**src/verilog/demodPkg.sv**
```systemverilog
`default_nettype none

package demodPkg;

    // baseband sample, also the DAC data word
    typedef logic signed [17:0] sample_t;

    // full 18x18 product
    typedef logic signed [35:0] product_t;

    // processor bus
    typedef logic [11:0] regAddr_t;
    typedef logic [31:0] regData_t;
    typedef logic [3:0]  byteWr_t;

    // false-lock controls as written by software
    typedef logic [15:0] alpha_t;
    typedef logic [15:0] threshold_t;

    // DAC channel source code
    typedef logic [3:0] dacSel_t;

    // unlisted codes fall back to the I sample
    typedef enum dacSel_t {
        dacI          = 4'd0,
        dacQ          = 4'd1,
        dacFm         = 4'd2,
        dacAvgFreq    = 4'd3,
        dacAvgAbsFreq = 4'd4
    } dacSource_t;

    // addr[11:4] selects the demod space
    localparam logic [7:0] demodBase = 8'h40;

    // word offsets, addr[3:0]
    localparam logic [3:0] regDacSelect          = 4'd0;
    localparam logic [3:0] regFalseLockAlpha     = 4'd1;
    localparam logic [3:0] regFalseLockThreshold = 4'd2;
    localparam logic [3:0] regControl            = 4'd3;
    localparam logic [3:0] regStatus             = 4'd4;

    // absolute average above this forces the offset flag
    localparam logic [17:0] hardOffsetLimit = 18'h10000;

    // 1.0 in the averaging arithmetic
    localparam logic [17:0] unityFraction = 18'h20000;

endpackage

`default_nettype wire

```
**src/verilog/demodRegs.sv**
```systemverilog
`timescale 1ns/1ps
`default_nettype none

module demodRegs #(
    parameter int numDacs = 3
) (
    input  logic                   clk,
    input  logic                   rstN,
    input  demodPkg::regAddr_t     addr,
    input  demodPkg::regData_t     din,
    input  demodPkg::byteWr_t      wr,
    input  logic                   highFreqOffset,
    input  logic                   carrierLock,
    output demodPkg::regData_t     dout,
    output demodPkg::dacSel_t      dacSelect [numDacs],
    output demodPkg::alpha_t       falseLockAlpha,
    output demodPkg::threshold_t   falseLockThreshold,
    output logic                   iqSwap
);
    import demodPkg::*;

    localparam int dacSelBits = $bits(dacSel_t) * numDacs;

    logic                  inSpace;
    logic [3:0]            offset;
    logic                  writeEn;
    logic [dacSelBits-1:0] dacSelectWord;
    regData_t              writeData;

    // replace only the strobed bytes of a word
    function automatic regData_t mergeBytes(regData_t oldWord, regData_t newWord,
                                            byteWr_t strobes);
        regData_t result;
        result = oldWord;
        for (int b = 0; b < $bits(byteWr_t); b++) begin
            if (strobes[b]) begin
                result[8*b +: 8] = newWord[8*b +: 8];
            end
        end
        return result;
    endfunction

    assign inSpace = (addr[11:4] == demodBase);
    assign offset  = addr[3:0];
    assign writeEn = inSpace && (wr != '0);

    // readback, zero outside the space
    always_comb begin
        dout = '0;
        if (inSpace) begin
            case (offset)
                regDacSelect:          dout = regData_t'(dacSelectWord);
                regFalseLockAlpha:     dout = regData_t'(falseLockAlpha);
                regFalseLockThreshold: dout = regData_t'(falseLockThreshold);
                regControl:            dout = regData_t'(iqSwap);
                regStatus:             dout = {30'b0, carrierLock, highFreqOffset};
                default:               dout = '0;
            endcase
        end
    end

    // addressed word with the new bytes merged in
    assign writeData = mergeBytes(dout, din, wr);

    always_ff @(posedge clk or negedge rstN) begin
        if (!rstN) begin
            dacSelectWord      <= '0;
            falseLockAlpha     <= '0;
            falseLockThreshold <= '0;
            iqSwap             <= 1'b0;
        end else if (writeEn) begin
            case (offset)
                regDacSelect:          dacSelectWord      <= writeData[dacSelBits-1:0];
                regFalseLockAlpha:     falseLockAlpha     <= writeData[15:0];
                regFalseLockThreshold: falseLockThreshold <= writeData[15:0];
                regControl:            iqSwap             <= writeData[0];
                default: begin
                end
            endcase
        end
    end

    // 4 bits per channel, channel 0 in the low nibble
    for (genvar k = 0; k < numDacs; k++) begin : gDacSel
        assign dacSelect[k] = dacSelectWord[4*k +: 4];
    end

    // status is read only, a write there must not touch any control register
    statusNotWritten: assert property (@(posedge clk) disable iff (!rstN)
        (writeEn && offset == regStatus) |=>
            ($stable(dacSelectWord) && $stable(falseLockAlpha)
             && $stable(falseLockThreshold) && $stable(iqSwap)));

endmodule

`default_nettype wire

```
**config.mk**
```make
export PLATFORM = sky130hd
export DESIGN_NAME = demodRegs
export DESIGN_NICKNAME = d
export VERILOG_FILES = /design/src/verilog/demodPkg.sv /design/src/verilog/demodRegs.sv
export SDC_FILE = /design/constraint.sdc
export NUM_CORES = 1
export LEC_CHECK = 0
export CORE_UTILIZATION = 30
export DETAILED_ROUTE_END_ITERATION = 16
export DONT_BUFFER_PORTS = 1
export GPL_ROUTABILITY_DRIVEN = 0
export MAX_ROUTING_LAYER = met4
export PLACE_DENSITY_LB_ADDON = 0.2
export SLEW_MARGIN = 20
export SYNTH_ARGS = -nofsm -noshare
export SYNTH_HDL_FRONTEND = slang
export SYNTH_SLANG_ARGS = --single-unit
```
**constraint.sdc**
```tcl
create_clock -name clk -period 3.07 [get_ports clk]
set_input_delay 0.614 -clock clk [delete_from_list [all_inputs] [get_ports clk]]
set_output_delay 0.614 -clock clk [all_outputs]
set_load 0.02 [all_outputs]
```
## Yosys cells after proc, flatten, opt, wreduce, memory -nomap -nowiden

Cells that the tools add are included.

- Flip-flop bits (word level): 45
- Input port bits: 52
- Logic and storage cells: 20
- Output and inout port bits: 77

- Reduce and logical (&&, ||, !) cells: 7
- Muxes and demuxes: 4
- Equality and inequality tests: 5

Operators with widths:

| kind | count |
|---|---|
| $pmux W16 S5 | 1 |
| $mux W32 | 1 |
| $mux W8 | 2 |
| $eq A4 B2 Y1 const B | 2 |
| $eq A8 B7 Y1 const B | 1 |
| $reduce_and A2 Y1 | 4 |
| $eq A4 B1 Y1 const B | 1 |
| $eq A4 B3 Y1 const B | 1 |
| $logic_not A4 Y1 | 1 |
| $reduce_bool A4 Y1 | 1 |
| $logic_and A1 B1 Y1 | 1 |

## Longest topological paths before layout

Gate-level depths: netlist of run 1.

- Word-level depth: 4
- Mapped depth: 7
- Gate-level depth less buffers: 4

## Worst setup path before layout of run 1

No wires, ideal clock.

- Path kind: in2out
- Start point: input addr[5]
- End point: output dout[12]
- Arrival time: 2.507 ns
- Required time: 2.456 ns
- Stages: 3
- Path buffers: 1
- Path slack: -0.051 ns
- Cell sequence: or4_1 clkbuf_2 a2111oi_0

- Word-level cells in the longest chain between the ends: 2

RTL lines:

| item | line | text |
|---|---|---|
| from (decl) | demodRegs.sv:9 | `input demodPkg::regAddr_t addr,` |
| $eq A8 B7 Y1 | demodRegs.sv:43 | `assign inSpace = (addr[11:4] == demodBase);` |
| $mux W32 | demodRegs.sv:50 | `if (inSpace) begin` |
| to (decl) | demodRegs.sv:14 | `output demodPkg::regData_t dout,` |

No other way between the ends.

## Worst setup path in the final report of run 1

- Start point: input addr[5]
- End point: output dout[0]

Same word-level chain as after synthesis.

==> results of run 1 <==
-- registers in the layout, indices dropped and copies added, names as in the netlist --
register / count
falseLockThreshold: 16
iqSwap: 1
falseLockAlpha: 16
dacSelectWord: 12
-- cells in the final DEF (no fill, tap or decap), types with 3 or more instances in the layout --
| cell | netlist | layout |
|---|---|---|
| o21ai_0 | 4 | 4 |
| conb_1 | 1 | 16 |
| a2bb2oi_1 | 10 | 10 |
| or3_1 | 4 | 4 |
| mux2i_1 | 17 | 17 |
| clkbuf_8 | 0 | 5 |
| buf_4 | 16 | 27 |
| nor4_1 | 4 | 3 |
| dfrtp_1 | 45 | 45 |
| a2111oi_1 | 0 | 4 |
| or4_1 | 3 | 3 |
| and4_1 | 3 | 3 |
| or3_4 | 7 | 7 |
| nand2_1 | 16 | 16 |
| a31oi_1 | 28 | 28 |
| nand3b_1 | 10 | 10 |
| nor2_1 | 54 | 54 |
| a21oi_1 | 24 | 24 |
-- power groups by stage --
stage	Clock, mW	Combinational (mW)	Sequential [mW]
floorplan	0	0.0876	0.627
global route	0.406	0.0906	0.619
finish	0.365	0.0804	0.618
detailed placement	0	0.0648	0.630
CTS	0.383	0.0779	0.618
global placement	0	0.0642	0.630
-- cell type report --
type,count,area share
Multi-Input combinational cell,220,0.456
Timing Repair Buffer,29,0.0802
Tap cell,105,0.0453
Clock inverter,1,0.00259
Clock buffer,7,0.0263
Inverter,1,0.00129
Sequential cell,45,0.388
-- per-stage QoR --
stage               instances  setup WS [ns]
global placement          398          0.353
detailed placement        398          0.341
floorplan                 309        -0.0512
global route              408          0.239
finish                    408          0.325
CTS                       407          0.335
-- kinds of logic (layout without fill, tap and decap cells) --
kind of cell | count (synthesis) | in the layout | synth area share
mux | 17 | 17 | 0.0652
simple gates | 111 | 111 | 0.225
other cells | 1 | 16 | 0.00144
compound gates | 76 | 76 | 0.187
flops | 45 | 45 | 0.431
buf+inv | 44 | 38 | 0.0906
-- repair_timing --
action | in CTS | in global routing
endpoints found under the hold margin | 37 | 8
buffers inserted | 0 | 0
hold buffers | 1 | 1
-- final timing paths --
path / slack [ns] / end / cells past startpoint
min in group clk: 0.48 / dacSelectWord[6] / 2
min: 0.15 / falseLockThreshold[11] / 1
max reg2reg: 1.48 / falseLockAlpha[14] / 5
min reg2reg: 0.65 / falseLockAlpha[13] / 2
max: 0.32 / dout[0] / 5
max in group asynchronous: 2.05 / falseLockAlpha[1] / 1
-- layer usage --
layer / share of wire / routed length (µm) / vias to the layer above
met2: 0.47 / 3670 / 84
met1: 0.44 / 3460 / 1094
met3: 0.081 / 631 / 5
li1: - / - / 1055
met5: 0 / 0 / -
met4: 0.0082 / 64 / 0
==> metrics.txt, run 1 <==
# TYPE chip_impl_metric gauge
chip_impl_info{name="run_status",value="complete, no violations"} 1
chip_impl_info{name="ys.flop_type",value="dfrtp_1"} 1
chip_impl_metric{name="post_synth_inst_count",unit=""} 294
chip_impl_metric{name="share_clk_of_total_power",unit=""} 0.344
chip_impl_metric{name="sw_frac_of_total",unit=""} 0.258
chip_impl_metric{name="grt_antenna_before_repair",unit=""} 0
chip_impl_metric{name="timing_hold_violations_final",unit=""} 0
chip_impl_metric{name="synth.ff_latch_count",unit=""} 45
chip_impl_metric{name="max_slew.worst_pin.slew",unit="ns"} 0.684
chip_impl_metric{name="grt_first_pass_wirelength",unit="mm"} 12.2
chip_impl_info{name="synth.most_common_cell",value="nor2_1"} 1
chip_impl_info{name="worstSetupStartpoint",value="addr[5]"} 1
chip_impl_metric{name="antenna_cells_inserted",unit=""} 0
chip_impl_metric{name="internal_power",unit="mW"} 0.789
chip_impl_metric{name="numClockSinks",unit=""} 45
chip_impl_metric{name="seq_area_frac_synth",unit=""} 0.431
chip_impl_metric{name="power",unit="mW"} 1.06
chip_impl_metric{name="max_cap_viol_count",unit=""} 0
chip_impl_info{name="ctsRootBufferMaster",value="clkbuf_8"} 1
chip_impl_metric{name="grt_util_met1",unit=""} 0.236
chip_impl_metric{name="async_flop_share",unit=""} 1.00
chip_impl_metric{name="post_cts_resized",unit=""} 0
chip_impl_metric{name="detailroute.via_count",unit=""} 2238
chip_impl_info{name="timing.hold.worst.class",value="primary input to asynchronous set/reset pin"} 1
chip_impl_metric{name="slew_headroom",unit=""} 0.537
chip_impl_metric{name="total_negative_setup_slacks",unit="ns"} 0
chip_impl_metric{name="cts.clk_slew.worst_paths",unit="ns"} 0.09
chip_impl_metric{name="routedWlPerCell",unit="µm"} 19.2
chip_impl_metric{name="power.density",unit="nW/µm²"} 367
chip_impl_metric{name="dp_hpwl",unit="mm"} 5.42
chip_impl_metric{name="clock.fmax",unit="MHz"} 364
chip_impl_info{name="synth_largest_area_cell",value="dfrtp_1"} 1
chip_impl_metric{name="met2_usage",unit=""} 0.295
chip_impl_info{name="cpMostUsedCell",value="buf_4"} 1
chip_impl_metric{name="setup_violations",unit=""} 0
chip_impl_metric{name="grt_util_all_layers",unit=""} 0.186
chip_impl_metric{name="slowest_delay",unit="ns"} 0.57
chip_impl_info{name="critPathLaunchType",value="primary input"} 1
chip_impl_metric{name="num-fill-cells",unit=""} 876
chip_impl_metric{name="drt_iter0_markers",unit=""} 64
chip_impl_metric{name="worstPathRequired",unit="ns"} 2.46
chip_impl_info{name="gr-max-usage-layer",value="met2"} 1
chip_impl_metric{name="grt_pass1_vias",unit=""} 2231
chip_impl_metric{name="detail_route.wirelength",unit="mm"} 7.83
chip_impl_metric{name="yosysWarnings",unit=""} 0
chip_impl_metric{name="synthesis.area_per_instance",unit="µm²"} 8.88
chip_impl_metric{name="flip_flop_and_latch_area",unit="µm²"} 1130
chip_impl_metric{name="htreeDepth",unit=""} 2
chip_impl_metric{name="seq_power_share",unit=""} 0.581
chip_impl_metric{name="maximum_clock_insertion_buffer_count",unit=""} 2
chip_impl_info{name="critical_path.reg2reg.startpoint",value="falseLockAlpha[14]"} 1
chip_impl_metric{name="clk_latency",unit="ns"} 0.30
chip_impl_info{name="tritoncts_clock_tree",value="yes"} 1
chip_impl_metric{name="global_route.overflow_total",unit=""} 0
chip_impl_metric{name="whs",unit="ns"} 0.149
chip_impl_metric{name="die_x",unit="µm"} 95.3
chip_impl_metric{name="p_switching",unit="mW"} 0.275
chip_impl_metric{name="multi_input_area",unit="µm²"} 1320
chip_impl_info{name="timing.setup.critical_path_class",value="primary input to output pin"} 1
chip_impl_metric{name="cts_buffers",unit=""} 5
chip_impl_metric{name="syn-cell-area",unit="µm²"} 2610
chip_impl_metric{name="critical_path_fanouts_max",unit=""} 22
chip_impl_metric{name="total_leakage_power",unit="nW"} 1.22
chip_impl_info{name="critical_path.endpoint_type",value="output pin"} 1
chip_impl_metric{name="final_min_period_over_clock_period",unit=""} 0.894
chip_impl_info{name="critPathTopFamily",value="simple AND/OR/NAND/NOR gates"} 1
chip_impl_metric{name="min_period",unit="ns"} 2.75
chip_impl_metric{name="coreArea",unit="µm²"} 8300
chip_impl_metric{name="place_area",unit="µm²"} 2790
chip_impl_metric{name="die_area",unit="µm²"} 9080
chip_impl_metric{name="drive_above_1_share",unit=""} 0.149
chip_impl_metric{name="layout-area-overhead-vs-synth",unit="%"} 11.1
chip_impl_metric{name="starting_density_of_the_core",unit=""} 0.315
chip_impl_metric{name="power.combinational.fraction",unit=""} 0.076
chip_impl_info{name="netlist_top_cells_area",value="dfrtp_1 43%, nor2_1 7.8%, a31oi_1 6.7%"} 1
chip_impl_info{name="rsz0062_at_grt",value="no"} 1
chip_impl_metric{name="floorplan.rows",unit=""} 33
chip_impl_metric{name="met3_usage",unit=""} 0.0566
chip_impl_metric{name="drt-vias-per-instance",unit=""} 5.49
chip_impl_info{name="worstPathCellList",value="or4_1 -> a2111o_1 -> buf_4 -> nor2_1 -> buf_4"} 1
chip_impl_metric{name="final.setup_skew",unit="ns"} 0.00489
chip_impl_info{name="critical_path.slowest_cell",value="or4_1"} 1
chip_impl_metric{name="post-route-util",unit=""} 0.349
chip_impl_metric{name="chipHeight",unit="µm"} 95.3
chip_impl_metric{name="post_route_drc_violation_count",unit=""} 0
chip_impl_metric{name="number_of_enable_flip_flop_cells_after_synthesis",unit=""} 0
chip_impl_metric{name="ant_nets",unit=""} 0
chip_impl_metric{name="fin_area",unit="µm²"} 2900
chip_impl_metric{name="synth.lib_cells_used.distinct",unit=""} 31
chip_impl_metric{name="detail_route.first_pass.iterations",unit=""} 4
chip_impl_metric{name="worst_ir_drop_vdd",unit="mV"} 0.177
chip_impl_metric{name="grt_max_degree",unit=""} 38
chip_impl_metric{name="placement.io_buffers",unit=""} 0
chip_impl_metric{name="cp_data_arrival_time",unit="ns"} 2.13
chip_impl_metric{name="crit_buf_inv",unit=""} 2
chip_impl_metric{name="final_max_slew_viol_count",unit=""} 0
chip_impl_info{name="synth_commonest_cells",value="54 x nor2_1, 45 x dfrtp_1, 28 x a31oi_1"} 1
chip_impl_metric{name="nNetsFinal",unit=""} 354
chip_impl_metric{name="area_share_of_the_leading_cell_type_in_the_synthesized_netlist",unit=""} 0.431
chip_impl_metric{name="pin_count",unit=""} 129
(Power assumes the default switching activity.)
==> inputs of run 2 (changes only) <==
--- a/config.mk
+++ b/config.mk
@@ -8,2 +8,3 @@
 export CORE_UTILIZATION = 30
+export CTS_CLUSTER_DIAMETER = 60
 export DETAILED_ROUTE_END_ITERATION = 16
==> constraint.sdc (replaced) <==
create_clock -name clk -period 2.35 [get_ports clk]
set_input_delay 0.47 -clock clk [delete_from_list [all_inputs] [get_ports clk]]
set_output_delay 0.47 -clock clk [all_outputs]
set_load 0.01 [all_outputs]
==> run 2 against run 1 <==
The run now ends with setup timing left. Clock skew decreased by 0.0017 ns. Combinational power increased by 20%. Die area unchanged. Total power increased by 31%. Critical endpoint is now dout[13]. Largest power group unchanged.
==> metrics.txt, run 2 (synthesized netlist as in run 1, its figures left out) <==
# TYPE chip_impl_metric gauge
chip_impl_info{name="violations",value="setup timing"} 1
chip_impl_metric{name="layout-area-overhead-vs-synth",unit="%"} 15.1
chip_impl_metric{name="slew_headroom",unit=""} 0.525
chip_impl_metric{name="htreeDepth",unit=""} 2
chip_impl_metric{name="detailroute.via_count",unit=""} 2217
chip_impl_metric{name="cts_buffers",unit=""} 5
chip_impl_metric{name="die_area",unit="µm²"} 9080
chip_impl_metric{name="num-fill-cells",unit=""} 856
chip_impl_metric{name="detailedPlace.worstSlack",unit="ns"} -0.0489
chip_impl_metric{name="max_cap_viol_count",unit=""} 0
chip_impl_info{name="rsz0062_at_grt",value="yes"} 1
chip_impl_info{name="timing.setup.critical_path_class",value="primary input to output pin"} 1
chip_impl_metric{name="clock.fmax",unit="MHz"} 425
chip_impl_metric{name="die_x",unit="µm"} 95.3
chip_impl_metric{name="min_period",unit="ns"} 2.35
chip_impl_info{name="critPathLaunchType",value="primary input"} 1
chip_impl_metric{name="grt_antenna_before_repair",unit=""} 0
chip_impl_metric{name="grt_max_degree",unit=""} 46
chip_impl_metric{name="placement.io_buffers",unit=""} 0
chip_impl_metric{name="total_negative_setup_slacks",unit="ns"} -0.00299
chip_impl_metric{name="antenna_cells_inserted",unit=""} 0
chip_impl_metric{name="setup_violations",unit=""} 1
chip_impl_metric{name="final_min_period_over_clock_period",unit=""} 1.00
chip_impl_metric{name="nNetsFinal",unit=""} 351
chip_impl_metric{name="cp_data_arrival_time",unit="ns"} 1.88
chip_impl_metric{name="drive_above_1_share",unit=""} 0.184
chip_impl_metric{name="pin_count",unit=""} 129
chip_impl_info{name="top_regs",value="falseLockAlpha x16, falseLockThreshold x16, dacSelectWord x12"} 1
chip_impl_info{name="most_common_library_cell_in_the_layout_ignoring_fill_and_taps",value="dfrtp_1"} 1
chip_impl_metric{name="worstPathRequired",unit="ns"} 1.88
chip_impl_metric{name="clk_latency",unit="ns"} 0.29
chip_impl_metric{name="final.setup_skew",unit="ns"} 0.00319
chip_impl_metric{name="grt_util_met1",unit=""} 0.247
chip_impl_info{name="mostFrequentLayoutCells",value="45 x dfrtp_1, 43 x nor2_1, 28 x a31oi_1"} 1
chip_impl_metric{name="total_leakage_power",unit="nW"} 1.24
chip_impl_metric{name="chipHeight",unit="µm"} 95.3
chip_impl_metric{name="power",unit="mW"} 1.39
chip_impl_metric{name="met2_usage",unit=""} 0.289
chip_impl_info{name="ctsRootBufferMaster",value="clkbuf_8"} 1
chip_impl_metric{name="floorplan.rows",unit=""} 33
chip_impl_metric{name="met3_usage",unit=""} 0.0431
chip_impl_metric{name="starting_density_of_the_core",unit=""} 0.315
chip_impl_info{name="run_status",value="finished with violations"} 1
chip_impl_info{name="timing.hold.worst.class",value="primary input to asynchronous set/reset pin"} 1
chip_impl_metric{name="critical_path_fanouts_max",unit=""} 7
chip_impl_metric{name="maximum_clock_insertion_buffer_count",unit=""} 2
chip_impl_metric{name="ant_nets",unit=""} 0
chip_impl_metric{name="numClockSinks",unit=""} 45
chip_impl_metric{name="grt_util_all_layers",unit=""} 0.188
chip_impl_metric{name="timing_hold_violations_final",unit=""} 0
chip_impl_metric{name="detail_route.first_pass.iterations",unit=""} 4
chip_impl_metric{name="grt_pass1_vias",unit=""} 2141
chip_impl_info{name="tritoncts_clock_tree",value="yes"} 1
chip_impl_metric{name="routedWlPerCell",unit="µm"} 19.9
chip_impl_metric{name="drt_iter0_markers",unit=""} 72
chip_impl_metric{name="grt_first_pass_wirelength",unit="mm"} 12.1
chip_impl_metric{name="drt-vias-per-instance",unit=""} 5.49
chip_impl_metric{name="post-route-util",unit=""} 0.362
chip_impl_metric{name="post_route_drc_violation_count",unit=""} 0
chip_impl_metric{name="worst_ir_drop_vdd",unit="mV"} 0.227
chip_impl_metric{name="dp_hpwl",unit="mm"} 5.46
chip_impl_metric{name="global_route.overflow_total",unit=""} 0
chip_impl_info{name="critical_path.reg2reg.startpoint",value="falseLockAlpha[13]"} 1
chip_impl_metric{name="detail_route.wirelength",unit="mm"} 8.03
chip_impl_metric{name="final_max_slew_viol_count",unit=""} 0
chip_impl_metric{name="coreArea",unit="µm²"} 8300
chip_impl_info{name="critical_path.endpoint_type",value="output pin"} 1
chip_impl_metric{name="max_slew.worst_pin.slew",unit="ns"} 0.702
chip_impl_metric{name="cts.clk_slew.worst_paths",unit="ns"} 0.08
chip_impl_info{name="gr-max-usage-layer",value="met2"} 1
chip_impl_metric{name="power.density",unit="nW/µm²"} 462
chip_impl_metric{name="worst_slack",unit="ns"} -0.00299
chip_impl_info{name="worstSetupStartpoint",value="addr[5]"} 1
==> run 2: cell types whose count changed in the layout (fill, tap and decap cells not counted), sizes merged <==
cell / before / now
clkinvlp: 1 / 0
buf: 28 / 26
dlygate4sd3: 1 / 0
==> run 2: worst paths after layout <==
check	slack (ns)	end	depth (start not counted)
min reg2reg	0.58	falseLockAlpha[14]	2
min in group clk	0.35	dacSelectWord[8]	2
min	0.02	falseLockAlpha[1]	1
max	-0.003	dout[13]	4
max in group asynchronous	2.12	falseLockThreshold[11]	1
max reg2reg	0.82	falseLockAlpha[13]	5
==> run 2: area by class of cell <==
cell class                 count  area [µm²]  share of cell area
clock buffer                   7        86.3              0.0287
timing repair buffer          26         256              0.0853
tap                          105         131              0.0437
inverter                       1        3.75             0.00125
sequential                    45        1130               0.375
multi-input combinational    220        1400               0.466
==> run 2: critical path, cell delays in order <==
cell       delay [ns]
or4_1            0.56
buf_4            0.20
a2111oi_0        0.45
buf_4            0.21
==> run 2: through the flow <==
step | instances | instance area, µm² | hold WS (ns)
after floorplan | 309 | 2770 | 0.174
after global placement | 392 | 2820 | 0.176
after detailed placement | 392 | 2820 | 0.176
after CTS | 404 | 2990 | 0.0242
after global routing | 404 | 3010 | 0.0232
final | 404 | 3010 | 0.0219
==> run 2: per-layer routing <==
| metal | vias up | share of wire |
|---|---|---|
| li1 | 1039 | - |
| met1 | 1089 | 0.44 |
| met2 | 85 | 0.47 |
| met3 | 4 | 0.079 |
| met4 | 0 | 0.0085 |
| met5 | - | 0 |
==> run 2: report_power, final <==
group | total (mW) | switching, mW | internal, mW | leakage [nW]
Clock | 0.494 | 0.260 | 0.234 | 0.0443
Combinational | 0.0964 | 0.0589 | 0.0376 | 0.564
Sequential | 0.799 | 0.0156 | 0.784 | 0.627
Total | 1.39 | 0.335 | 1.06 | 1.24
==> run 2: timing repair <==
action	CTS	global route
hold buffers	1	0
gates resized for setup	0	5
pin swaps	1	0
buffers inserted	4	0
setup endpoints to repair	2	10
hold endpoints to repair	45	0
==> inputs of run 3 (changes only) <==
Settings changed: TNS_END_PERCENT from default to 5.
==> run 3 against run 2 <==
The run still ends with setup timing left. Clock power about the same. Sequential power about the same. Hold slack got worse by 0.0029 ns. Global-route usage unchanged. Utilization about the same. Via count up 0.18%. Largest power group unchanged.
==> metrics.txt, run 3 (synthesized netlist as in run 1, its figures left out) <==
# TYPE chip_impl_metric gauge
chip_impl_info{name="run_status",value="finished with violations"} 1
chip_impl_info{name="violations",value="setup timing"} 1
chip_impl_metric{name="worst_slack",unit="ns"} -0.00298
chip_impl_metric{name="drt_iter0_markers",unit=""} 79
chip_impl_metric{name="coreArea",unit="µm²"} 8300
chip_impl_metric{name="antenna_cells_inserted",unit=""} 0
chip_impl_metric{name="r2r_slack",unit="ns"} 0.82
chip_impl_metric{name="nNetsFinal",unit=""} 351
chip_impl_metric{name="total_leakage_power",unit="nW"} 1.24
chip_impl_info{name="tritoncts_clock_tree",value="yes"} 1
chip_impl_metric{name="layout-area-overhead-vs-synth",unit="%"} 15.0
chip_impl_metric{name="grt_max_degree",unit=""} 46
chip_impl_metric{name="final_min_period_over_clock_period",unit=""} 1.00
chip_impl_metric{name="die_area",unit="µm²"} 9080
chip_impl_metric{name="cp_data_arrival_time",unit="ns"} 1.88
chip_impl_metric{name="drt-vias-per-instance",unit=""} 5.50
chip_impl_metric{name="global_route.overflow_total",unit=""} 0
chip_impl_metric{name="grt_first_pass_wirelength",unit="mm"} 12.1
chip_impl_metric{name="timing_hold_violations_final",unit=""} 0
chip_impl_info{name="critPathLaunchType",value="primary input"} 1
chip_impl_info{name="worst_r2r_endpoint",value="falseLockAlpha[13]"} 1
chip_impl_info{name="timing.hold.worst.class",value="primary input to asynchronous set/reset pin"} 1
chip_impl_metric{name="critical_path_fanouts_max",unit=""} 7
chip_impl_metric{name="chipHeight",unit="µm"} 95.3
chip_impl_info{name="critical_path.reg2reg.startpoint",value="falseLockAlpha[13]"} 1
chip_impl_metric{name="cts_buffers",unit=""} 5
chip_impl_metric{name="cts.clk_slew.worst_paths",unit="ns"} 0.08
chip_impl_info{name="top_regs",value="falseLockAlpha x16, falseLockThreshold x16, dacSelectWord x12"} 1
chip_impl_metric{name="maximum_clock_insertion_buffer_count",unit=""} 2
chip_impl_metric{name="ant_nets",unit=""} 0
chip_impl_info{name="critical_path.endpoint_type",value="output pin"} 1
chip_impl_metric{name="max_cap_viol_count",unit=""} 0
chip_impl_info{name="ctsRootBufferMaster",value="clkbuf_8"} 1
chip_impl_info{name="worstSetupStartpoint",value="addr[5]"} 1
chip_impl_metric{name="final_max_slew_viol_count",unit=""} 0
chip_impl_metric{name="worstPathRequired",unit="ns"} 1.88
chip_impl_metric{name="power.density",unit="nW/µm²"} 463
chip_impl_metric{name="min_period",unit="ns"} 2.35
chip_impl_metric{name="grt_pass1_vias",unit=""} 2141
chip_impl_info{name="mostFrequentLayoutCells",value="45 x dfrtp_1, 44 x nor2_1, 28 x a31oi_1"} 1
chip_impl_metric{name="routedWlPerCell",unit="µm"} 19.8
chip_impl_metric{name="place_area",unit="µm²"} 2820
chip_impl_metric{name="starting_density_of_the_core",unit=""} 0.315
chip_impl_metric{name="htreeDepth",unit=""} 2
chip_impl_metric{name="setup_violations",unit=""} 1
chip_impl_metric{name="detail_route.first_pass.iterations",unit=""} 4
chip_impl_metric{name="floorplan.rows",unit=""} 33
chip_impl_metric{name="dp_hpwl",unit="mm"} 5.46
chip_impl_metric{name="detail_route.wirelength",unit="mm"} 7.99
chip_impl_metric{name="clock.fmax",unit="MHz"} 425
chip_impl_metric{name="detailroute.via_count",unit=""} 2221
chip_impl_metric{name="drive_above_1_share",unit=""} 0.181
chip_impl_info{name="timing.setup.critical_path_class",value="primary input to output pin"} 1
chip_impl_metric{name="max_slew.worst_pin.slew",unit="ns"} 0.702
chip_impl_metric{name="clk_latency",unit="ns"} 0.29
chip_impl_metric{name="timing.reg2reg.worst_path_depth",unit=""} 5
chip_impl_info{name="most_common_library_cell_in_the_layout_ignoring_fill_and_taps",value="dfrtp_1"} 1
chip_impl_metric{name="worst_ir_drop_vdd",unit="mV"} 0.227
chip_impl_metric{name="detailedPlace.worstSlack",unit="ns"} -0.0489
chip_impl_metric{name="grt_util_all_layers",unit=""} 0.188
chip_impl_metric{name="placement.io_buffers",unit=""} 0
chip_impl_info{name="worst_setup_path_endpoint",value="dout[13]"} 1
chip_impl_metric{name="final.setup_skew",unit="ns"} 0.00312
chip_impl_metric{name="slew_headroom",unit=""} 0.525
chip_impl_info{name="rsz0062_at_grt",value="yes"} 1
chip_impl_metric{name="numClockSinks",unit=""} 45
chip_impl_metric{name="fin_area",unit="µm²"} 3000
chip_impl_metric{name="post_route_drc_violation_count",unit=""} 0
chip_impl_metric{name="die_x",unit="µm"} 95.3
chip_impl_metric{name="pin_count",unit=""} 129
chip_impl_metric{name="grt_antenna_before_repair",unit=""} 0
chip_impl_metric{name="whs",unit="ns"} 0.0190
## run 3: cell count changes in the layout (fill, tap and decap cells not counted)
cell	delta
nor2_1	+1
nor2_2	-1
## run 3: cell type report
cell class | instances | area, µm²
clock buffers | 7 | 86.3
well taps | 105 | 131
repair buffers | 26 | 256
multi-input cells | 220 | 1400
fillers | 856 | 5300
inverters | 1 | 3.75
flip-flops and latches | 45 | 1130
## run 3: worst min path at each step
stage	end	slack [ns]
floorplan	dacSelectWord[0]	0.17
global placement	falseLockThreshold[0]	0.18
detailed placement	falseLockThreshold[1]	0.18
CTS	falseLockAlpha[10]	0.02
global route	dacSelectWord[2]	0.02
finish	falseLockAlpha[1]	0.02
## run 3: worst max-delay path: stages
cell and delay (ns):
or4_1 0.56, buf_4 0.20, a2111oi_0 0.45, buf_4 0.21
## run 3: per-layer routing
layer / up-vias / global-route usage / wire, µm
li1: 1039 / - / -
met1: 1092 / 0.247 / 3550
met2: 84 / 0.289 / 3740
met3: 6 / 0.0431 / 613
met4: 0 / 0.0480 / 82
met5: - / - / 0
## run 3: report_power, final
group          internal, mW  switching (mW)
clock network         0.234           0.262
registers             0.784          0.0156
logic                0.0376          0.0587
## run 3: what timing repair did
action                     in CTS  in global routing
gates resized for setup         0                  4
hold endpoints to repair       45                  0
pin swaps                       1                  0
setup endpoints to repair       2                 10
hold buffers                    1                  0
setup buffers                   4                  0
## run 3: through the flow
| stage | cells | utilization | TNS, ns | total power [mW] |
|---|---|---|---|---|
| floorplan | 309 | - | -1.42 | 0.916 |
| global placement | 392 | 0.340 | -0.132 | 0.888 |
| detailed placement | 392 | 0.340 | -0.0878 | 0.889 |
| CTS | 404 | 0.361 | 0 | 1.42 |
| global route | 404 | 0.362 | -0.0264 | 1.46 |
| finish | 404 | 0.362 | -0.00298 | 1.39 |
